===== src/source/corr_cfg_pkg.sv =====
`default_nettype none

// Correlator geometry and sample types
package corr_cfg_pkg;

  localparam int NUM_ANT   = 4;
  localparam int NUM_BASE  = 6;  // Cross baselines only
  localparam int BASE_BITS = 3;
  localparam int ANT_BITS  = 2;  // Antenna index width

  // One bit per antenna, set is +1 and clear is -1
  typedef logic [NUM_ANT-1:0] ant_bits_t;

  typedef logic [BASE_BITS-1:0] base_idx_t;

  // Antenna pairs of each baseline
  // (0,1) (0,2) (0,3) (1,2) (1,3) (2,3)
  localparam logic [ANT_BITS-1:0] BASE_A [NUM_BASE] = '{
    2'd0,
    2'd0,
    2'd0,
    2'd1,
    2'd1,
    2'd2
  };

  localparam logic [ANT_BITS-1:0] BASE_B [NUM_BASE] = '{
    2'd1,
    2'd2,
    2'd3,
    2'd2,
    2'd3,
    2'd3
  };

endpackage

`default_nettype wire


===== src/source/vis_word_pkg.sv =====
`default_nettype none

// Visibility word and output stream types
package vis_word_pkg;

  // Per-block partial sum, +-2 per sample over up to 63 samples
  localparam int PSUM_BITS = 8;

  localparam int VIS_BITS = 32;  // Accumulated component width

  localparam int WORD_BYTES = 8;

  // The accumulator writes the complex halves
  // The serializer reads bytes, most significant byte first
  typedef union packed {
    struct packed {
      logic signed [VIS_BITS-1:0] re;  // Upper half
      logic signed [VIS_BITS-1:0] im;
    } cplx;
    logic [WORD_BYTES-1:0][7:0] bytes;
  } vis_word_u;

endpackage

`default_nettype wire


===== src/source/pair_correlator.sv =====
`default_nettype none

module pair_correlator (
  input  wire                                       vis_clock,
  input  wire                                       vis_reset,
  input  wire                                       rep_valid_i,
  input  wire                                       rep_first_i,
  input  wire                                       rep_last_i,
  input  wire corr_cfg_pkg::base_idx_t              rep_base_i,
  input  wire corr_cfg_pkg::ant_bits_t              rep_idata_i,
  input  wire corr_cfg_pkg::ant_bits_t              rep_qdata_i,
  output logic                                      ps_valid_o,
  output corr_cfg_pkg::base_idx_t                   ps_base_o,
  output logic signed [vis_word_pkg::PSUM_BITS-1:0] ps_re_o,
  output logic signed [vis_word_pkg::PSUM_BITS-1:0] ps_im_o
);

  localparam int PW = vis_word_pkg::PSUM_BITS;

  localparam logic signed [PW-1:0] P_ONE = PW'(1);
  localparam logic signed [PW-1:0] N_ONE = '1;  // -1

  logic [corr_cfg_pkg::ANT_BITS-1:0] ant_a;
  logic [corr_cfg_pkg::ANT_BITS-1:0] ant_b;
  logic                              a_i;
  logic                              a_q;
  logic                              b_i;
  logic                              b_q;
  logic signed [PW-1:0]              term_re;
  logic signed [PW-1:0]              term_im;
  logic signed [PW-1:0]              sum_re;
  logic signed [PW-1:0]              sum_im;
  logic signed [PW-1:0]              next_re;
  logic signed [PW-1:0]              next_im;

  // Product of two 1-bit samples, +1 when the signs agree
  function automatic logic signed [PW-1:0] sign_prod(input logic x, input logic y);
    return (x == y) ? P_ONE : N_ONE;
  endfunction

  always_comb begin
    ant_a = corr_cfg_pkg::BASE_A[rep_base_i];
    ant_b = corr_cfg_pkg::BASE_B[rep_base_i];

    a_i = rep_idata_i[ant_a];
    a_q = rep_qdata_i[ant_a];
    b_i = rep_idata_i[ant_b];
    b_q = rep_qdata_i[ant_b];

    // a times conj(b)
    term_re = sign_prod(a_i, b_i) + sign_prod(a_q, b_q);
    term_im = sign_prod(a_q, b_i) - sign_prod(a_i, b_q);

    // Reload on the first sample of a pass
    next_re = rep_first_i ? term_re : sum_re + term_re;
    next_im = rep_first_i ? term_im : sum_im + term_im;
  end

  always_ff @(posedge vis_clock) begin
    if (rep_valid_i) begin
      sum_re <= next_re;
      sum_im <= next_im;
    end
  end

  always_ff @(posedge vis_clock) begin
    if (vis_reset) begin
      ps_valid_o <= 1'b0;
    end else begin
      ps_valid_o <= rep_valid_i && rep_last_i;
    end
  end

  // Completed pass sum, held while the next pass accumulates
  always_ff @(posedge vis_clock) begin
    if (rep_valid_i && rep_last_i) begin
      ps_base_o <= rep_base_i;
      ps_re_o   <= next_re;
      ps_im_o   <= next_im;
    end
  end

endmodule

`default_nettype wire


===== src/source/sig_buffer.sv =====
`default_nettype none

module sig_buffer #(
  parameter int BLOCK_LEN = 15
) (
  input  wire                          vis_clock,
  input  wire                          vis_reset,
  input  wire                          sig_valid_i,
  input  wire corr_cfg_pkg::ant_bits_t sig_idata_i,
  input  wire corr_cfg_pkg::ant_bits_t sig_qdata_i,
  output logic                         rep_valid_o,
  output logic                         rep_first_o,
  output logic                         rep_last_o,
  output corr_cfg_pkg::base_idx_t      rep_base_o,
  output corr_cfg_pkg::ant_bits_t      rep_idata_o,
  output corr_cfg_pkg::ant_bits_t      rep_qdata_o
);

  localparam int PTR_BITS = (BLOCK_LEN > 1) ? $clog2(BLOCK_LEN) : 1;
  localparam logic [PTR_BITS-1:0] LAST_PTR = PTR_BITS'(BLOCK_LEN - 1);
  localparam corr_cfg_pkg::base_idx_t LAST_BASE =
      corr_cfg_pkg::base_idx_t'(corr_cfg_pkg::NUM_BASE - 1);

  // Ping-pong banks of I and Q samples
  corr_cfg_pkg::ant_bits_t bank_i [2][BLOCK_LEN];
  corr_cfg_pkg::ant_bits_t bank_q [2][BLOCK_LEN];

  logic                    wr_bank;
  logic [PTR_BITS-1:0]     wr_ptr;
  logic                    bank_done;
  logic                    rd_active;
  logic                    rd_bank;
  logic [PTR_BITS-1:0]     rd_ptr;
  corr_cfg_pkg::base_idx_t rd_base;

  assign bank_done = sig_valid_i && (wr_ptr == LAST_PTR);  // Final sample of a bank

  always_ff @(posedge vis_clock) begin
    if (sig_valid_i) begin
      bank_i[wr_bank][wr_ptr] <= sig_idata_i;
      bank_q[wr_bank][wr_ptr] <= sig_qdata_i;
    end
  end

  always_ff @(posedge vis_clock) begin
    if (vis_reset) begin
      wr_bank <= 1'b0;
      wr_ptr  <= '0;
    end else if (sig_valid_i) begin
      if (wr_ptr == LAST_PTR) begin
        wr_ptr  <= '0;
        wr_bank <= ~wr_bank;
      end else begin
        wr_ptr <= wr_ptr + 1'b1;
      end
    end
  end

  // Replay the full bank once per baseline
  // A replay always finishes before the other bank fills
  always_ff @(posedge vis_clock) begin
    if (vis_reset) begin
      rd_active <= 1'b0;
      rd_bank   <= 1'b0;
      rd_ptr    <= '0;
      rd_base   <= '0;
    end else if (bank_done) begin
      rd_active <= 1'b1;
      rd_bank   <= wr_bank;  // Bank just filled
      rd_ptr    <= '0;
      rd_base   <= '0;
    end else if (rd_active) begin
      if (rd_ptr == LAST_PTR) begin
        rd_ptr <= '0;
        if (rd_base == LAST_BASE) begin
          rd_active <= 1'b0;
        end else begin
          rd_base <= rd_base + 1'b1;
        end
      end else begin
        rd_ptr <= rd_ptr + 1'b1;
      end
    end
  end

  assign rep_valid_o = rd_active;
  assign rep_first_o = rd_active && (rd_ptr == '0);
  assign rep_last_o  = rd_active && (rd_ptr == LAST_PTR);
  assign rep_base_o  = rd_base;
  assign rep_idata_o = bank_i[rd_bank][rd_ptr];
  assign rep_qdata_o = bank_q[rd_bank][rd_ptr];

endmodule

`default_nettype wire


===== src/source/toy_correlator.sv =====
`default_nettype none

module toy_correlator #(
  parameter int BLOCK_LEN  = 15,
  parameter int ACC_BLOCKS = 2,
  parameter int OUT_DEPTH  = 8,
  parameter int CREDITS    = 4
) (
  input  wire                          vis_clock,
  input  wire                          vis_reset,
  input  wire                          sig_valid_i,
  input  wire corr_cfg_pkg::ant_bits_t sig_idata_i,
  input  wire corr_cfg_pkg::ant_bits_t sig_qdata_i,
  output logic                         vis_start_o,
  output logic                         vis_frame_o,
  output logic                         out_valid_o,
  output logic [7:0]                   out_data_o,
  output logic                         out_last_o,
  input  wire                          out_credit_i,
  output logic                         overflow_o
);

  logic                                      rep_valid;
  logic                                      rep_first;
  logic                                      rep_last;
  corr_cfg_pkg::base_idx_t                   rep_base;
  corr_cfg_pkg::ant_bits_t                   rep_idata;
  corr_cfg_pkg::ant_bits_t                   rep_qdata;
  logic                                      ps_valid;
  corr_cfg_pkg::base_idx_t                   ps_base;
  logic signed [vis_word_pkg::PSUM_BITS-1:0] ps_re;
  logic signed [vis_word_pkg::PSUM_BITS-1:0] ps_im;
  logic                                      acc_valid;
  logic                                      acc_last;
  vis_word_pkg::vis_word_u                   acc_word;
  logic                                      start_q;
  logic                                      frame_q;

  // Start pulses once on the first replayed block, frame stays up
  always_ff @(posedge vis_clock) begin
    if (vis_reset) begin
      start_q <= 1'b0;
      frame_q <= 1'b0;
    end else if (!frame_q && rep_valid && rep_first) begin
      start_q <= 1'b1;
      frame_q <= 1'b1;
    end else begin
      start_q <= 1'b0;
    end
  end

  assign vis_start_o = start_q;
  assign vis_frame_o = frame_q;

  sig_buffer #(.BLOCK_LEN(BLOCK_LEN)) u_sig_buffer (
    .vis_clock(vis_clock), .vis_reset(vis_reset), .sig_valid_i(sig_valid_i),
    .sig_idata_i(sig_idata_i), .sig_qdata_i(sig_qdata_i),
    .rep_valid_o(rep_valid), .rep_first_o(rep_first), .rep_last_o(rep_last),
    .rep_base_o(rep_base), .rep_idata_o(rep_idata), .rep_qdata_o(rep_qdata)
  );

  pair_correlator u_pair_correlator (
    .vis_clock(vis_clock), .vis_reset(vis_reset), .rep_valid_i(rep_valid),
    .rep_first_i(rep_first), .rep_last_i(rep_last), .rep_base_i(rep_base),
    .rep_idata_i(rep_idata), .rep_qdata_i(rep_qdata),
    .ps_valid_o(ps_valid), .ps_base_o(ps_base), .ps_re_o(ps_re), .ps_im_o(ps_im)
  );

  vis_accumulator #(.ACC_BLOCKS(ACC_BLOCKS)) u_vis_accumulator (
    .vis_clock(vis_clock), .vis_reset(vis_reset), .ps_valid_i(ps_valid),
    .ps_base_i(ps_base), .ps_re_i(ps_re), .ps_im_i(ps_im),
    .acc_valid_o(acc_valid), .acc_last_o(acc_last), .acc_word_o(acc_word)
  );

  vis_streamer #(.OUT_DEPTH(OUT_DEPTH), .CREDITS(CREDITS)) u_vis_streamer (
    .vis_clock(vis_clock), .vis_reset(vis_reset), .acc_valid_i(acc_valid),
    .acc_last_i(acc_last), .acc_word_i(acc_word), .out_credit_i(out_credit_i),
    .out_valid_o(out_valid_o), .out_data_o(out_data_o), .out_last_o(out_last_o),
    .overflow_o(overflow_o)
  );

endmodule

`default_nettype wire


===== src/source/vis_accumulator.sv =====
`default_nettype none

module vis_accumulator #(
  parameter int ACC_BLOCKS = 2
) (
  input  wire                                      vis_clock,
  input  wire                                      vis_reset,
  input  wire                                      ps_valid_i,
  input  wire corr_cfg_pkg::base_idx_t             ps_base_i,
  input  wire signed [vis_word_pkg::PSUM_BITS-1:0] ps_re_i,
  input  wire signed [vis_word_pkg::PSUM_BITS-1:0] ps_im_i,
  output logic                                     acc_valid_o,
  output logic                                     acc_last_o,
  output vis_word_pkg::vis_word_u                  acc_word_o
);

  localparam int VW = vis_word_pkg::VIS_BITS;
  localparam int CNT_BITS = (ACC_BLOCKS > 1) ? $clog2(ACC_BLOCKS) : 1;
  localparam logic [CNT_BITS-1:0] LAST_BLK = CNT_BITS'(ACC_BLOCKS - 1);
  localparam corr_cfg_pkg::base_idx_t LAST_BASE =
      corr_cfg_pkg::base_idx_t'(corr_cfg_pkg::NUM_BASE - 1);

  // Running totals, one per baseline
  logic signed [VW-1:0] tot_re [corr_cfg_pkg::NUM_BASE];
  logic signed [VW-1:0] tot_im [corr_cfg_pkg::NUM_BASE];

  logic [CNT_BITS-1:0]  blk_cnt;
  logic                 first_blk;
  logic                 final_blk;
  logic                 base_last;
  logic signed [VW-1:0] ext_re;
  logic signed [VW-1:0] ext_im;
  logic signed [VW-1:0] new_re;
  logic signed [VW-1:0] new_im;

  assign first_blk = (blk_cnt == '0);
  assign final_blk = (blk_cnt == LAST_BLK);
  assign base_last = (ps_base_i == LAST_BASE);

  assign ext_re = VW'(ps_re_i);  // Sign extended
  assign ext_im = VW'(ps_im_i);

  // A new period starts from this block's partial sum
  assign new_re = first_blk ? ext_re : tot_re[ps_base_i] + ext_re;
  assign new_im = first_blk ? ext_im : tot_im[ps_base_i] + ext_im;

  always_ff @(posedge vis_clock) begin
    if (ps_valid_i) begin
      tot_re[ps_base_i] <= new_re;
      tot_im[ps_base_i] <= new_im;
    end
  end

  always_ff @(posedge vis_clock) begin
    if (vis_reset) begin
      blk_cnt     <= '0;
      acc_valid_o <= 1'b0;
      acc_last_o  <= 1'b0;
    end else begin
      acc_valid_o <= ps_valid_i && final_blk;
      acc_last_o  <= ps_valid_i && final_blk && base_last;

      // Block ends with baseline 5
      if (ps_valid_i && base_last) begin
        blk_cnt <= final_blk ? '0 : blk_cnt + 1'b1;
      end
    end
  end

  always_ff @(posedge vis_clock) begin
    if (ps_valid_i && final_blk) begin
      acc_word_o.cplx.re <= new_re;
      acc_word_o.cplx.im <= new_im;
    end
  end

endmodule

`default_nettype wire


===== src/source/vis_streamer.sv =====
`default_nettype none

module vis_streamer #(
  parameter int OUT_DEPTH = 8,
  parameter int CREDITS   = 4
) (
  input  wire                          vis_clock,
  input  wire                          vis_reset,
  input  wire                          acc_valid_i,
  input  wire                          acc_last_i,
  input  wire vis_word_pkg::vis_word_u acc_word_i,
  input  wire                          out_credit_i,
  output logic                         out_valid_o,
  output logic [7:0]                   out_data_o,
  output logic                         out_last_o,
  output logic                         overflow_o
);

  localparam int PTR_BITS = (OUT_DEPTH > 1) ? $clog2(OUT_DEPTH) : 1;
  localparam int CNT_BITS = $clog2(OUT_DEPTH + 1);
  localparam int CR_BITS  = $clog2(CREDITS + 1);
  localparam int IDX_BITS = $clog2(vis_word_pkg::WORD_BYTES);
  localparam logic [PTR_BITS-1:0] LAST_SLOT = PTR_BITS'(OUT_DEPTH - 1);
  localparam logic [IDX_BITS-1:0] LAST_BYTE = IDX_BITS'(vis_word_pkg::WORD_BYTES - 1);

  vis_word_pkg::vis_word_u fifo_word [OUT_DEPTH];
  logic                    fifo_last [OUT_DEPTH];

  logic [PTR_BITS-1:0]     wr_ptr;
  logic [PTR_BITS-1:0]     rd_ptr;
  logic [CNT_BITS-1:0]     fill;
  logic [CR_BITS-1:0]      cr_cnt;
  logic [IDX_BITS-1:0]     byte_idx;
  logic                    full;
  logic                    push;
  logic                    send;
  logic                    pop;
  vis_word_pkg::vis_word_u head;

  assign full = (fill == CNT_BITS'(OUT_DEPTH));
  assign push = acc_valid_i && !full;
  assign send = (fill != '0) && (cr_cnt != '0);  // Needs a word and a credit
  assign pop  = send && (byte_idx == LAST_BYTE);
  assign head = fifo_word[rd_ptr];

  always_ff @(posedge vis_clock) begin
    if (push) begin
      fifo_word[wr_ptr] <= acc_word_i;
      fifo_last[wr_ptr] <= acc_last_i;
    end
  end

  always_ff @(posedge vis_clock) begin
    if (vis_reset) begin
      wr_ptr     <= '0;
      rd_ptr     <= '0;
      fill       <= '0;
      byte_idx   <= '0;
      cr_cnt     <= CR_BITS'(CREDITS);
      overflow_o <= 1'b0;
    end else begin
      if (push) wr_ptr <= (wr_ptr == LAST_SLOT) ? '0 : wr_ptr + 1'b1;
      if (pop) rd_ptr <= (rd_ptr == LAST_SLOT) ? '0 : rd_ptr + 1'b1;
      if (send) byte_idx <= byte_idx + 1'b1;  // Wraps after byte 7

      fill   <= fill + CNT_BITS'(push) - CNT_BITS'(pop);
      cr_cnt <= cr_cnt - CR_BITS'(send) + CR_BITS'(out_credit_i);

      if (acc_valid_i && full) overflow_o <= 1'b1;  // Word dropped, sticky
    end
  end

  always_ff @(posedge vis_clock) begin
    if (vis_reset) begin
      out_valid_o <= 1'b0;
      out_last_o  <= 1'b0;
    end else begin
      out_valid_o <= send;
      out_last_o  <= pop && fifo_last[rd_ptr];
    end
  end

  always_ff @(posedge vis_clock) begin
    if (send) out_data_o <= head.bytes[LAST_BYTE - byte_idx];  // MSB first
  end

endmodule

`default_nettype wire


===== config.mk =====
export PLATFORM = sky130hd
export DESIGN_NAME = toy_correlator
export DESIGN_NICKNAME = d
export VERILOG_FILES = /design/src/source/corr_cfg_pkg.sv /design/src/source/vis_word_pkg.sv /design/src/source/pair_correlator.sv /design/src/source/sig_buffer.sv /design/src/source/toy_correlator.sv /design/src/source/vis_accumulator.sv /design/src/source/vis_streamer.sv
export SDC_FILE = /design/constraint.sdc
export NUM_CORES = 1
export LEC_CHECK = 0
export ABC_AREA = 1
export BUFFER_PORTS_ARGS = -buffer_cell sky130_fd_sc_hd__buf_4
export CORE_ASPECT_RATIO = 1.1
export CORE_MARGIN = 2
export CORE_UTILIZATION = 36
export CTS_BUF_LIST = sky130_fd_sc_hd__clkbuf_8
export CTS_CLUSTER_SIZE = 28
export DETAILED_ROUTE_END_ITERATION = 16
export SETUP_SLACK_MARGIN = 0.1
export SLEW_MARGIN = 20
export SYNTH_ARGS = -nofsm -noshare
export SYNTH_HDL_FRONTEND = slang
export SYNTH_SLANG_ARGS = --single-unit

===== constraint.sdc =====
create_clock -name vis_clock -period 12.45 [get_ports vis_clock]
set_input_delay 2.49 -clock vis_clock [delete_from_list [all_inputs] [get_ports vis_clock]]
set_output_delay 2.49 -clock vis_clock [all_outputs]
set_load 0.02 [all_outputs]

==> results.py <==
metrics = {
    "critical_path": {
        "critical_path_class": "register to register",
        "endpoint_kind": "register",
        "crit_arrival_ns": 5.92,
        "rr_worst_depth": 15,
        "required_ns": 12.98,
        "regToRegSetupSlack_ns": 7.06,
        "r2r-end": "u_vis_accumulator.tot_re[0][14]$_DFFE_PP_",
        "endpoint": "u_vis_accumulator.tot_re[0][14]$_DFFE_PP_",
        "cp_max_fo": 73,
        "critPathLaunchType": "register",
    },
    "timing": {
        "max_freq_mhz": 186,
        "min_period_ns": 5.39,
        "timing.final.ws_setup_ns": 7.06,
        "slew_viol_final": 0,
        "fin_crit_sh_pct": 43.3,
        "worst_slew_pin_slew_ns": 1.14,
        "rsz0062_at_grt": "no",
        "final-hold-violation-count": 0,
        "setup_tns_ns": 0,
        "slew_headroom_pct": 24.1,
        "worst_clock_skew_ns": 0.102,
        "setup_viol": 0,
    },
    "die": {
        "core_um2": 152000,
        "dieArea_um2": 156000,
        "ios": 25,
        "die_x_um": 377,
        "start_util_pct": 36.3,
        "rows": 150,
        "die_h_um": 415,
    },
    "clocking": {
        "cts.reportedPaths.clkPinSlew_ns": 0.06,
        "ctsResizeCount": 0,
        "h-tree-depth": 4,
        "cts_buffers": 209,
        "clockRootBuffer": "clkbuf_8",
        "cts_setup_buffers": 0,
        "tritoncts": "built",
        "cts_sinks": 1297,
        "clock_latency_ns": 0.93,
        "cts_buffer_depth": 3,
        "cts_hold_buffers": 0,
    },
    "logic_synthesis": {
        "synth_cells": 4746,
        "yosysTopAreaCell": "edfxtp_1",
        "synth_edf_count": 1251,
        "synth-seq-cells": 1297,
        "yosysTopAreaCellShare_pct": 68.1,
        "async_flop_share_pct": 0,
        "yosysMostFrequentCell": "edfxtp_1",
        "netlist_top_cells_count": "1,251 x edfxtp_1, 790 x nand2_1, 649 x nor2_1",
        "synthesis.nets": 4861,
        "ys_seq_area_share_pct": 69.8,
        "yosys-top-cells-area": "edfxtp_1 68%, nand2_1 5.4%, o21ai_0 4.5%",
        "syn_avg_cell_area_um2": 11.6,
        "yosysWarnings": 0,
        "ys_dominant_reg_cell": "edfxtp_1",
        "netlist_area_um2": 55200,
        "synth.distinct_cells": 46,
    },
    "run_status": {
        "status": "finished, final reports clean",
    },
    "power": {
        "cellPowerDensity_nw_per_um2": 134,
        "vdd_drop_max_mv": 0.104,
        "leakagePower_nw": 22.2,
    },
    "placement": {
        "dp_slack_ns": 7.12,
        "gp_congestion": 0.896,
        "port_buffers": 24,
        "hpwl_mm": 78.4,
    },
    "drt": {
        "route.detailed.drc": 0,
        "wire_per_inst_um": 19.5,
        "wl_mm": 136,
        "drt_iter0_drc": 3060,
        "drt.antenna.violating_nets": 0,
        "vias": 36200,
        "vias_per_cell": 5.20,
        "firstDrtPassIters": 7,
    },
    "global_route": {
        "grt_max_degree": 131,
        "grt_use_met3_pct": 3.23,
        "busiest_layer": "met2",
        "grt_use_total_pct": 17.2,
        "met2_usage_pct": 29.1,
        "grt_pass1_wl_mm": 209,
        "grt_overflow_total": 0,
        "grt_pass1_vias": 35500,
        "antenna_found_initial": 2,
        "use_met1_pct": 22.3,
    },
    "cells_and_area": {
        "fin_nets": 4924,
        "syn_to_final_growth_pct": 11.3,
        "drive_gt1_share_pct": 8.34,
    },
    "job": {
        "maxCapViolations": 0,
    },
    "worst_hold_path": {
        "worst_hold_path_type": "register to register",
    },
}
## cells by family (layout without fill, tap and decap cells)
group | after synthesis | in the layout | synth area share, %
simple gates | 1702 | 1702 | 12.4
fa+ha+maj | 103 | 103 | 2.42
xor+xnor | 24 | 24 | 0.381
buf+inv | 580 | 809 | 4.10
other cells | 0 | 1 | 0
compound gates | 1040 | 1040 | 11.0
flops | 1297 | 1297 | 69.8
## how the worst min path moves through the flow
stage                                                 start                                  endpoint  slack (ns)  depth (start not counted)
finish               u_vis_streamer.overflow_o$_SDFFE_PP0P_    u_vis_streamer.overflow_o$_SDFFE_PP0P_        0.45                          2
global route         u_vis_streamer.overflow_o$_SDFFE_PP0P_    u_vis_streamer.overflow_o$_SDFFE_PP0P_        0.47                          2
CTS                  u_vis_streamer.overflow_o$_SDFFE_PP0P_    u_vis_streamer.overflow_o$_SDFFE_PP0P_        0.46                          2
detailed placement   u_vis_streamer.overflow_o$_SDFFE_PP0P_    u_vis_streamer.overflow_o$_SDFFE_PP0P_        0.45                          2
global placement     u_vis_streamer.overflow_o$_SDFFE_PP0P_    u_vis_streamer.overflow_o$_SDFFE_PP0P_        0.44                          2
floorplan           u_pair_correlator.ps_valid_o$_SDFF_PP0_  u_vis_accumulator.acc_valid_o$_SDFF_PP0_        0.45                          2
## final cells by class
type / count / area [µm²]
Fill cell: 14400 / 90600
Sequential cell: 1297 / 38500
Multi-Input combinational cell: 2869 / 14600
Clock buffer: 216 / 2970
Tap cell: 1976 / 2470
Inverter: 344 / 1310
Clock inverter: 161 / 886
Timing Repair Buffer: 88 / 673
Antenna cell: 1 / 2.50
## layer usage
layer / part of all wire (%) / vias to the layer above
met5: 0 / -
met4: 2.3 / 0
met3: 5.7 / 241
met2: 49 / 1018
met1: 43 / 17800
li1: - / 17100
## cell usage in the layout, fill, tap and decap left out, drive strengths merged, types with 2 or more instances in the layout
cell,netlist,final
o221ai,25,25
nand4,12,12
nand3,173,173
nor3,34,34
o211ai,13,13
clkinvlp,0,4
edfxtp,1251,1251
a32o,63,63
o31ai,6,6
o21ai,504,504
o22ai,200,200
clkbuf,170,216
inv,340,430
buf,66,88
o22a,2,2
fa,6,6
nor2,652,652
nand3b,7,7
a21oi,173,173
a21boi,8,8
a31oi,17,17
or2,27,27
xor2,8,8
nand2,796,796
o211a,2,2
dfxtp,46,46
ha,97,97
o21a,9,9
bufinv,0,3
xnor2,16,16
clkinv,4,68
a21o,9,9
a211oi,4,4
## through the flow
| stage | power [W] | cell area [µm²] | hold slack [ns] | std cells | utilization [%] |
|---|---|---|---|---|---|
| finish | 0.00820 | 61400 | 0.450 | 6952 | 40.4 |
| CTS | 0.00828 | 61300 | 0.455 | 6950 | 40.4 |
| floorplan | 0.00487 | 55200 | 0.454 | 4746 | - |
| global placement | 0.00490 | 57500 | 0.443 | 6573 | 37.8 |
| global route | 0.00848 | 61400 | 0.473 | 6952 | 40.4 |
| detailed placement | 0.00491 | 57500 | 0.446 | 6573 | 37.8 |
## where the power goes
| group | internal, W | leakage, nW | total [W] | switching (W) |
|---|---|---|---|---|
| clock network | 0.00169 | 2.26 | 0.00339 | 0.00170 |
| registers | 0.00473 | 11.6 | 0.00474 | 0.00000222 |
| logic | 0.0000219 | 8.26 | 0.0000777 | 0.0000558 |
| total | 0.00644 | 22.2 | 0.00820 | 0.00176 |
## state kept, by name (all words and copies together), names as in the netlist, 64 cells and up, named ones only
signal / cells
u_sig_buffer.bank_i: 120
u_vis_accumulator.acc_word_o: 64
u_vis_accumulator.tot_im: 192
u_sig_buffer.bank_q: 120
u_vis_accumulator.tot_re: 192
u_vis_streamer.fifo_word: 512
## critical path: stages (launching register included)
cell and delay (ns):
dfxtp_1 0.35, inv_4 0.60, buf_4 0.61, a21oi_1 0.08
a32o_1 0.24, o22ai_1 0.11, ha_1 0.19, inv_1 0.06
fa_1 0.43, o21ai_1 0.41, a21boi_0 0.29, o21ai_1 0.44
nand2_1 0.16, nand2_1 0.17, nor2_1 0.06, o31ai_1 0.80
No activity file was read; power rests on OpenSTA's default activity.
